===== src/regex_pkg.sv =====
// widths, opcodes and the instruction word layout shared by the regex thread processor and its testbench
package regex_pkg;

    localparam int PC_WIDTH     = 9;
    localparam int CC_ID_BITS   = 2;
    localparam int WINDOW_CHARS = 4;
    localparam int CHAR_WIDTH   = 8;
    localparam int OPCODE_WIDTH = 4;
    localparam int INSTR_WIDTH  = 20;
    localparam int DATA_WIDTH   = INSTR_WIDTH - OPCODE_WIDTH;
    localparam int ADDR_WIDTH   = 11;

    typedef logic [PC_WIDTH-1:0]                pc_t;
    typedef logic [CC_ID_BITS-1:0]              cc_id_t;
    typedef logic [CHAR_WIDTH-1:0]              char_t;
    // slot 0 sits in the lowest byte
    typedef logic [WINDOW_CHARS*CHAR_WIDTH-1:0] window_t;

    typedef enum logic [OPCODE_WIDTH-1:0] {
        ACCEPT                = 4'd0,
        ACCEPT_PARTIAL        = 4'd1,
        SPLIT                 = 4'd2,
        MATCH                 = 4'd3,
        NOT_MATCH             = 4'd4,
        MATCH_RANGE           = 4'd5,
        NOT_MATCH_RANGE       = 4'd6,
        MATCH_ANY             = 4'd7,
        JMP                   = 4'd8,
        END_WITHOUT_ACCEPTING = 4'd9
    } opcode_t;

    // match and not_match compare against range_high alone
    typedef struct packed {
        char_t range_low;
        char_t range_high;
    } char_operand_t;

    typedef struct packed {
        logic [DATA_WIDTH-PC_WIDTH-1:0] pad;
        pc_t                            target;
    } branch_operand_t;

    typedef union packed {
        char_operand_t   chars;
        branch_operand_t branch;
    } operand_t;

    typedef struct packed {
        opcode_t  opcode;
        operand_t operand;
    } instr_t;

endpackage

===== src/regex_cpu.sv =====
// top of the regex thread processor that ties fetch, two execute stages and the output merge together
`timescale 1ns/1ps

module regex_cpu (
    input  logic                                clk,
    input  logic                                rst,

    input  regex_pkg::window_t                  current_characters,
    input  logic [regex_pkg::WINDOW_CHARS-1:0]  end_of_string,

    input  logic                                input_pc_valid,
    input  regex_pkg::pc_t                      input_pc,
    input  regex_pkg::cc_id_t                   input_cc_id,
    output logic                                input_pc_ready,

    input  logic                                memory_ready,
    output logic                                memory_valid,
    output logic [regex_pkg::ADDR_WIDTH-1:0]    memory_addr,
    input  regex_pkg::instr_t                   memory_data,

    output logic                                output_pc_valid,
    output regex_pkg::pc_t                      output_pc,
    output regex_pkg::cc_id_t                   output_cc_id,
    input  logic                                output_pc_ready,

    output logic                                accepts,
    output logic                                running
);

    logic              fetch_valid;
    regex_pkg::pc_t    fetch_pc;
    regex_pkg::cc_id_t fetch_cc_id;
    regex_pkg::instr_t fetch_instr;
    logic              fetch_ready;

    logic              exe1_out_valid;
    regex_pkg::pc_t    exe1_out_pc;
    regex_pkg::cc_id_t exe1_out_cc_id;
    logic              exe1_out_ready;
    logic              exe2_out_valid;
    regex_pkg::pc_t    exe2_out_pc;
    regex_pkg::cc_id_t exe2_out_cc_id;
    logic              exe2_out_ready;

    logic              busy;

    regex_fetch u_fetch (
        .clk            (clk),
        .rst            (rst),
        .input_pc_valid (input_pc_valid),
        .input_pc       (input_pc),
        .input_cc_id    (input_cc_id),
        .input_pc_ready (input_pc_ready),
        .memory_ready   (memory_ready),
        .memory_valid   (memory_valid),
        .memory_addr    (memory_addr),
        .memory_data    (memory_data),
        .fetch_valid    (fetch_valid),
        .fetch_pc       (fetch_pc),
        .fetch_cc_id    (fetch_cc_id),
        .fetch_instr    (fetch_instr),
        .fetch_ready    (fetch_ready)
    );

    regex_execute u_execute (
        .clk                (clk),
        .rst                (rst),
        .fetch_valid        (fetch_valid),
        .fetch_pc           (fetch_pc),
        .fetch_cc_id        (fetch_cc_id),
        .fetch_instr        (fetch_instr),
        .fetch_ready        (fetch_ready),
        .current_characters (current_characters),
        .end_of_string      (end_of_string),
        .exe1_out_valid     (exe1_out_valid),
        .exe1_out_pc        (exe1_out_pc),
        .exe1_out_cc_id     (exe1_out_cc_id),
        .exe1_out_ready     (exe1_out_ready),
        .exe2_out_valid     (exe2_out_valid),
        .exe2_out_pc        (exe2_out_pc),
        .exe2_out_cc_id     (exe2_out_cc_id),
        .exe2_out_ready     (exe2_out_ready),
        .accepts            (accepts),
        .busy               (busy)
    );

    regex_pc_merge u_merge (
        .clk             (clk),
        .rst             (rst),
        .exe1_out_valid  (exe1_out_valid),
        .exe1_out_pc     (exe1_out_pc),
        .exe1_out_cc_id  (exe1_out_cc_id),
        .exe1_out_ready  (exe1_out_ready),
        .exe2_out_valid  (exe2_out_valid),
        .exe2_out_pc     (exe2_out_pc),
        .exe2_out_cc_id  (exe2_out_cc_id),
        .exe2_out_ready  (exe2_out_ready),
        .output_pc_valid (output_pc_valid),
        .output_pc       (output_pc),
        .output_cc_id    (output_cc_id),
        .output_pc_ready (output_pc_ready)
    );

    // a thread is in flight anywhere from fetch to stage 2
    assign running = fetch_valid || busy;

endmodule


===== src/regex_pc_merge.sv =====
// round-robin merge of the two execute thread outputs onto the single output channel
`timescale 1ns/1ps

module regex_pc_merge (
    input  logic              clk,
    input  logic              rst,

    input  logic              exe1_out_valid,
    input  regex_pkg::pc_t    exe1_out_pc,
    input  regex_pkg::cc_id_t exe1_out_cc_id,
    output logic              exe1_out_ready,

    input  logic              exe2_out_valid,
    input  regex_pkg::pc_t    exe2_out_pc,
    input  regex_pkg::cc_id_t exe2_out_cc_id,
    output logic              exe2_out_ready,

    output logic              output_pc_valid,
    output regex_pkg::pc_t    output_pc,
    output regex_pkg::cc_id_t output_cc_id,
    input  logic              output_pc_ready
);

    // set when exe2 should win the next tie
    logic prio_exe2;
    logic grant_exe2;

    assign grant_exe2 = exe2_out_valid && (!exe1_out_valid || prio_exe2);

    assign output_pc_valid = exe1_out_valid || exe2_out_valid;
    assign output_pc       = grant_exe2 ? exe2_out_pc : exe1_out_pc;
    assign output_cc_id    = grant_exe2 ? exe2_out_cc_id : exe1_out_cc_id;

    assign exe1_out_ready = output_pc_ready && !grant_exe2;
    assign exe2_out_ready = output_pc_ready && grant_exe2;

    always_ff @(posedge clk)
    begin
        if (rst)
        begin
            prio_exe2 <= 1'b0;
        end
        else if (output_pc_valid && output_pc_ready)
        begin
            // loser of this transfer goes first next time
            prio_exe2 <= !grant_exe2;
        end
    end

endmodule


===== src/regex_execute.sv =====
// two execute stages that run each instruction against the character window and emit continuation threads
`timescale 1ns/1ps

module regex_execute (
    input  logic                                clk,
    input  logic                                rst,

    input  logic                                fetch_valid,
    input  regex_pkg::pc_t                      fetch_pc,
    input  regex_pkg::cc_id_t                   fetch_cc_id,
    input  regex_pkg::instr_t                   fetch_instr,
    output logic                                fetch_ready,

    input  regex_pkg::window_t                  current_characters,
    input  logic [regex_pkg::WINDOW_CHARS-1:0]  end_of_string,

    output logic                                exe1_out_valid,
    output regex_pkg::pc_t                      exe1_out_pc,
    output regex_pkg::cc_id_t                   exe1_out_cc_id,
    input  logic                                exe1_out_ready,

    output logic                                exe2_out_valid,
    output regex_pkg::pc_t                      exe2_out_pc,
    output regex_pkg::cc_id_t                   exe2_out_cc_id,
    input  logic                                exe2_out_ready,

    output logic                                accepts,
    output logic                                busy
);

    logic              s1_valid;
    regex_pkg::pc_t    s1_pc;
    regex_pkg::cc_id_t s1_cc_id;
    regex_pkg::instr_t s1_instr;

    logic              s2_valid;
    regex_pkg::pc_t    s2_target;
    regex_pkg::cc_id_t s2_cc_id;

    regex_pkg::char_t    cur_char;
    regex_pkg::operand_t operand;
    logic                in_range;
    logic                s1_emits;
    logic                s1_split;
    logic                s1_leave;
    logic                s2_leave;
    regex_pkg::pc_t      s1_out_pc;
    regex_pkg::cc_id_t   s1_out_cc_id;
    logic                s1_accepts;

    assign cur_char = current_characters[s1_cc_id*regex_pkg::CHAR_WIDTH +: regex_pkg::CHAR_WIDTH];
    assign operand  = s1_instr.operand;
    assign in_range = (cur_char >= operand.chars.range_low) &&
                      (cur_char <= operand.chars.range_high);

    // stage 1 decode
    always_comb
    begin
        s1_emits     = 1'b0;
        s1_split     = 1'b0;
        s1_accepts   = 1'b0;
        s1_out_pc    = s1_pc + 1'b1;
        s1_out_cc_id = s1_cc_id + 1'b1;
        case (s1_instr.opcode)
            regex_pkg::ACCEPT:
            begin
                s1_accepts = end_of_string[s1_cc_id];
            end
            regex_pkg::ACCEPT_PARTIAL:
            begin
                s1_accepts = 1'b1;
            end
            regex_pkg::SPLIT:
            begin
                s1_emits     = 1'b1;
                s1_split     = 1'b1;
                s1_out_cc_id = s1_cc_id;
            end
            regex_pkg::MATCH:
            begin
                s1_emits = (cur_char == operand.chars.range_high);
            end
            regex_pkg::NOT_MATCH:
            begin
                s1_emits = (cur_char != operand.chars.range_high);
            end
            regex_pkg::MATCH_RANGE:
            begin
                s1_emits = in_range;
            end
            regex_pkg::NOT_MATCH_RANGE:
            begin
                s1_emits = !in_range;
            end
            regex_pkg::MATCH_ANY:
            begin
                s1_emits = 1'b1;
            end
            regex_pkg::JMP:
            begin
                s1_emits     = 1'b1;
                s1_out_pc    = operand.branch.target;
                s1_out_cc_id = s1_cc_id;
            end
            default:
            begin
                // end_without_accepting just retires
                s1_emits = 1'b0;
            end
        endcase
    end

    // a split only offers its first thread once stage 2 can take the second
    assign exe1_out_valid = s1_valid && s1_emits && (!s1_split || !s2_valid);
    assign exe1_out_pc    = s1_out_pc;
    assign exe1_out_cc_id = s1_out_cc_id;

    assign s1_leave    = s1_valid && (!s1_emits || (exe1_out_valid && exe1_out_ready));
    assign fetch_ready = !s1_valid || s1_leave;
    assign accepts     = s1_valid && s1_accepts;

    assign exe2_out_valid = s2_valid;
    assign exe2_out_pc    = s2_target;
    assign exe2_out_cc_id = s2_cc_id;
    assign s2_leave       = s2_valid && exe2_out_ready;

    assign busy = s1_valid || s2_valid;

    always_ff @(posedge clk)
    begin
        if (rst)
        begin
            s1_valid <= 1'b0;
            s2_valid <= 1'b0;
        end
        else
        begin
            if (fetch_valid && fetch_ready)
                s1_valid <= 1'b1;
            else if (s1_leave)
                s1_valid <= 1'b0;

            if (s1_leave && s1_split)
                s2_valid <= 1'b1;
            else if (s2_leave)
                s2_valid <= 1'b0;
        end
    end

    always_ff @(posedge clk)
    begin
        if (fetch_valid && fetch_ready)
        begin
            s1_pc    <= fetch_pc;
            s1_cc_id <= fetch_cc_id;
            s1_instr <= fetch_instr;
        end
        if (s1_leave && s1_split)
        begin
            s2_target <= operand.branch.target;
            s2_cc_id  <= s1_cc_id;
        end
    end

endmodule


===== src/regex_fetch.sv =====
// fetch stage that issues the thread pc to instruction memory and holds the returned word for execute
`timescale 1ns/1ps

module regex_fetch (
    input  logic                                clk,
    input  logic                                rst,

    input  logic                                input_pc_valid,
    input  regex_pkg::pc_t                      input_pc,
    input  regex_pkg::cc_id_t                   input_cc_id,
    output logic                                input_pc_ready,

    input  logic                                memory_ready,
    output logic                                memory_valid,
    output logic [regex_pkg::ADDR_WIDTH-1:0]    memory_addr,
    input  regex_pkg::instr_t                   memory_data,

    output logic                                fetch_valid,
    output regex_pkg::pc_t                      fetch_pc,
    output regex_pkg::cc_id_t                   fetch_cc_id,
    output regex_pkg::instr_t                   fetch_instr,
    input  logic                                fetch_ready
);

    logic              hold_valid;
    logic              data_arrives;
    regex_pkg::pc_t    hold_pc;
    regex_pkg::cc_id_t hold_cc_id;
    regex_pkg::instr_t hold_instr;
    logic              hold_free;
    logic              fetch_take;

    assign fetch_take = fetch_valid && fetch_ready;

    // free now or the held thread moves on this cycle
    assign hold_free = !hold_valid || fetch_ready;

    assign memory_valid   = input_pc_valid && hold_free;
    assign input_pc_ready = memory_valid && memory_ready;
    assign memory_addr    = {{(regex_pkg::ADDR_WIDTH - regex_pkg::PC_WIDTH){1'b0}}, input_pc};

    assign fetch_valid = hold_valid;
    assign fetch_pc    = hold_pc;
    assign fetch_cc_id = hold_cc_id;

    // memory word is only on the bus in the cycle after the request
    assign fetch_instr = data_arrives ? memory_data : hold_instr;

    always_ff @(posedge clk)
    begin
        if (rst)
        begin
            hold_valid   <= 1'b0;
            data_arrives <= 1'b0;
        end
        else
        begin
            data_arrives <= input_pc_ready;
            if (input_pc_ready)
            begin
                hold_valid <= 1'b1;
            end
            else if (fetch_take)
            begin
                hold_valid <= 1'b0;
            end
        end
    end

    always_ff @(posedge clk)
    begin
        if (input_pc_ready)
        begin
            hold_pc    <= input_pc;
            hold_cc_id <= input_cc_id;
        end
        // keep the word around in case execute is stalled
        if (data_arrives)
        begin
            hold_instr <= memory_data;
        end
    end

endmodule


===== config.mk =====
export PLATFORM = sky130hd
export DESIGN_NAME = regex_cpu
export DESIGN_NICKNAME = d
export VERILOG_FILES = /design/src/regex_pkg.sv /design/src/regex_cpu.sv /design/src/regex_pc_merge.sv /design/src/regex_execute.sv /design/src/regex_fetch.sv
export SDC_FILE = /design/constraint.sdc
export NUM_CORES = 1
export LEC_CHECK = 0
export BUFFER_PORTS_ARGS = -buffer_cell sky130_fd_sc_hd__buf_4
export CORE_MARGIN = 2
export CORE_UTILIZATION = 49
export CTS_BUF_LIST = sky130_fd_sc_hd__clkbuf_8
export CTS_CLUSTER_SIZE = 12
export DETAILED_ROUTE_END_ITERATION = 10
export GPL_TIMING_DRIVEN = 0
export PLACE_DENSITY = 0.78
export SYNTH_ARGS = -nofsm -noshare
export SYNTH_HDL_FRONTEND = slang
export SYNTH_SLANG_ARGS = --single-unit

===== constraint.sdc =====
create_clock -name clk -period 4.6 [get_ports clk]
set_clock_uncertainty 0.05 [all_clocks]
set_input_delay 0.23 -clock clk [delete_from_list [all_inputs] [get_ports clk]]
set_output_delay 0.23 -clock clk [all_outputs]
set_load 0.05 [all_outputs]

==> flow_metrics.env <==
export IMPL_cap_violations=0
export IMPL_leakagePower_nw=2.05
export IMPL_synthTopCellsByCount="edfxtp_1 (53), dfxtp_1 (25), mux2_2 (23)"
export IMPL_synth_distinct_cells=47
export IMPL_finalWeightedCongestion=0.805
export IMPL_grt_first_pass_wirelength_um=12800
export IMPL_cts_tree="yes"
export IMPL_drt_pass1_iterations=4
export IMPL_die_w_um=91.5
export IMPL_register_area_mm2=0.00209
export IMPL_ant_nets=0
export IMPL_hold_class="in -> reg"
export IMPL_drive_gt1_frac=0.462
export IMPL_endpoint_kind="output port"
export IMPL_grt_overflow=0
export IMPL_avgViaCountPerCell=5.13
export IMPL_arrival_ps=3920
export IMPL_cts_buffers=9
export IMPL_start_util=0.512
export IMPL_top_usage_layer="met2"
export IMPL_cp_max_fo=11
export IMPL_synthCells=271
export IMPL_slowest_stage="edfxtp_1"
export IMPL_synth_seq_cells=78
export IMPL_area_growth_pct=33.4
export IMPL_die_area_mm2=0.00837
export IMPL_met1_usage=0.250
export IMPL_avgSynthCellArea_um2=13.8
export IMPL_worst_slew_pin_slew_ps=942
export IMPL_ys_flop_type="edfxtp_1"
export IMPL_rsz0062_at_grt="no"
export IMPL_crit_buf_inv=3
export IMPL_period_share=0.914
export IMPL_cts_path_max_buffers=2
export IMPL_synthesis_area_mm2=0.00375
export IMPL_grt_usage=0.200
export IMPL_drv_slew=0
export IMPL_place_area_mm2=0.00464
export IMPL_clkTransAtPathRegs_ps=80
export IMPL_startpoint_type="flip-flop"
export IMPL_fillers=536
export IMPL_synth_async_reset_ratio=0
export IMPL_grt_pass1_vias=2646
export IMPL_slew_headroom=0.369
export IMPL_use_met3=0.0357
export IMPL_route_vias_total=2538
export IMPL_h_tree_depth=3
export IMPL_synth_top_area_cell="edfxtp_1"
export IMPL_cp_slowest_stage_delay_ps=700
export IMPL_dp_hpwl_um=5940
export IMPL_yosysSeqAreaShare=0.558
export IMPL_grt_max_degree=30
export IMPL_grt_antenna_before_repair=0
export IMPL_path_cells="mux4_2 > inv_1 > ha_1 > nand2b_1 > a2111oi_2 > nor4_1 > o211ai_2 > mux2i_2 > a21boi_2 > buf_6 > mux2_4 > buf_4"
export IMPL_boundaryPins=99
export IMPL_yosys_area_top_type_share=0.424
export IMPL_yosysWarnings=0
export IMPL_ir_drop_mv=0.197
export IMPL_finalSetupTns_ps=0
export IMPL_hold_viol=0
export IMPL_num_rows=31
export IMPL_first_iter_violations=134
export IMPL_setup_viol=0
export IMPL_cts_sinks=78
export IMPL_die_y_um=91.5
export IMPL_cts_root_buf="clkbuf_8"
export IMPL_routed_wl_um=7960
export IMPL_fin_util=0.683
export IMPL_drc=0
export IMPL_stdcell_area_mm2=0.00501
export IMPL_synth_most_common_cell="edfxtp_1"
export IMPL_fmax_ghz=0.238
export IMPL_power_density_mw_per_mm2=337
export IMPL_status="finished, final reports clean"
export IMPL_met2_usage=0.336
export IMPL_critPathTopFamily="multiplexers"
export IMPL_path_class="reg -> out"
export IMPL_required_ps=4320
export IMPL_numPortBuffers=96
export IMPL_clkLatencyLatePin_ps=350
export IMPL_synthTopCellsByArea="edfxtp_1 (42%), dfxtp_1 (13%), mux2_2 (6.9%)"
export IMPL_core_mm2=0.00733
export IMPL_wl_per_cell_um=16.1
export IMPL_n_antenna_cell=0
export IMPL_period_needed_ps=4200
export IMPL_multi_input_area_mm2=0.00149
export IMPL_nets=480
export IMPL_synth_edf_count=53
stage by stage:
stage | setup WS, ps | hold WS, ps | std cells | power, mW
finish | 396 | 31.9 | 495 | 1.69
global route | 170 | 21.8 | 495 | 1.75
CTS | 144 | 13.0 | 496 | 1.70
detailed placement | -376 | 356 | 468 | 1.11
global placement | -450 | 354 | 467 | 1.10
floorplan | 68.0 | 249 | 272 | 1.01
where the power goes:
| part | switching [mW] | internal [mW] | total, mW |
|---|---|---|---|
| Combinational | 0.131 | 0.138 | 0.269 |
| Clock | 0.273 | 0.314 | 0.587 |
| Sequential | 0.0218 | 0.812 | 0.834 |
| Total | 0.426 | 1.26 | 1.69 |
registers in the layout, summed over array words and instances, names as in the netlist, 2 cells and up:
register and flops:
u_execute.exe2_out_cc_id 2, u_fetch.fetch_cc_id 2, u_fetch.hold_instr 20, u_execute.exe2_out_pc 9, u_fetch.fetch_pc 9, u_execute.s1_pc 9, u_execute.operand 16, u_execute.s1_instr 4
u_execute.s1_cc_id 2
final timing paths:
check,slack (ps),cells past startpoint,to,startpoint
min,30,2,u_execute.exe2_out_valid,rst
max reg2reg,970,9,u_fetch.fetch_pc[6],u_execute.s1_cc_id[1]
min reg2reg,380,0,u_execute.s1_cc_id[0],u_fetch.fetch_cc_id[0]
max,400,12,output_pc[2],u_execute.s1_cc_id[1]
final cells by class:
class                           count  share of cell area
Tap cell                           99              0.0247
Clock inverter                      7              0.0210
Inverter                           19              0.0142
Timing Repair Buffer              110               0.175
Clock buffer                        9              0.0247
Buffer                             17              0.0240
Sequential cell                    78               0.418
Multi-Input combinational cell    156               0.298
logic make-up after synthesis:
group / after synthesis / synth area share
AOI/OAI and AO/OA: 33 / 0.0607
xor gates and xnor gates: 9 / 0.0210
adders and majority gates: 17 / 0.0567
buffers and inverters: 38 / 0.0530
DFF: 78 / 0.558
muxes: 44 / 0.169
other: 1 / 0.000999
and+or+nand+nor: 51 / 0.0807
what timing repair did:
item,CTS,global route
gates resized for setup,2,0
hold buffers,11,0
endpoints found under the hold margin,11,0
setup buffers,2,0
setup endpoints to repair,24,10
worst reg2reg max path: cells and delay by family, from the launching register on:
| family | cells | cell delay (ps) |
|---|---|---|
| flops | 1 | 700 |
| mux | 2 | 670 |
| compound gates | 1 | 420 |
| simple gates | 5 | 1120 |
| fa+ha+maj | 1 | 330 |
placed cells by master, fill, tap and decap left out, types with 6 or more instances in the layout:
master	count
dlygate4sd3_1	11
ha_1	17
mux2_2	23
nor2_1	9
nand3_1	6
nand2_1	16
clkbuf_8	9
edfxtp_1	53
o21ai_0	10
inv_1	19
mux4_2	9
buf_4	108
a21oi_1	8
mux2_4	10
dfxtp_1	25
per-layer routing:
layer	wire [µm]	vias up
li1	-	1231
met1	3280	1211
met2	4100	83
met3	413	13
met4	168	0
met5	0	-
Note: power is estimated with default switching activity, not from simulation.
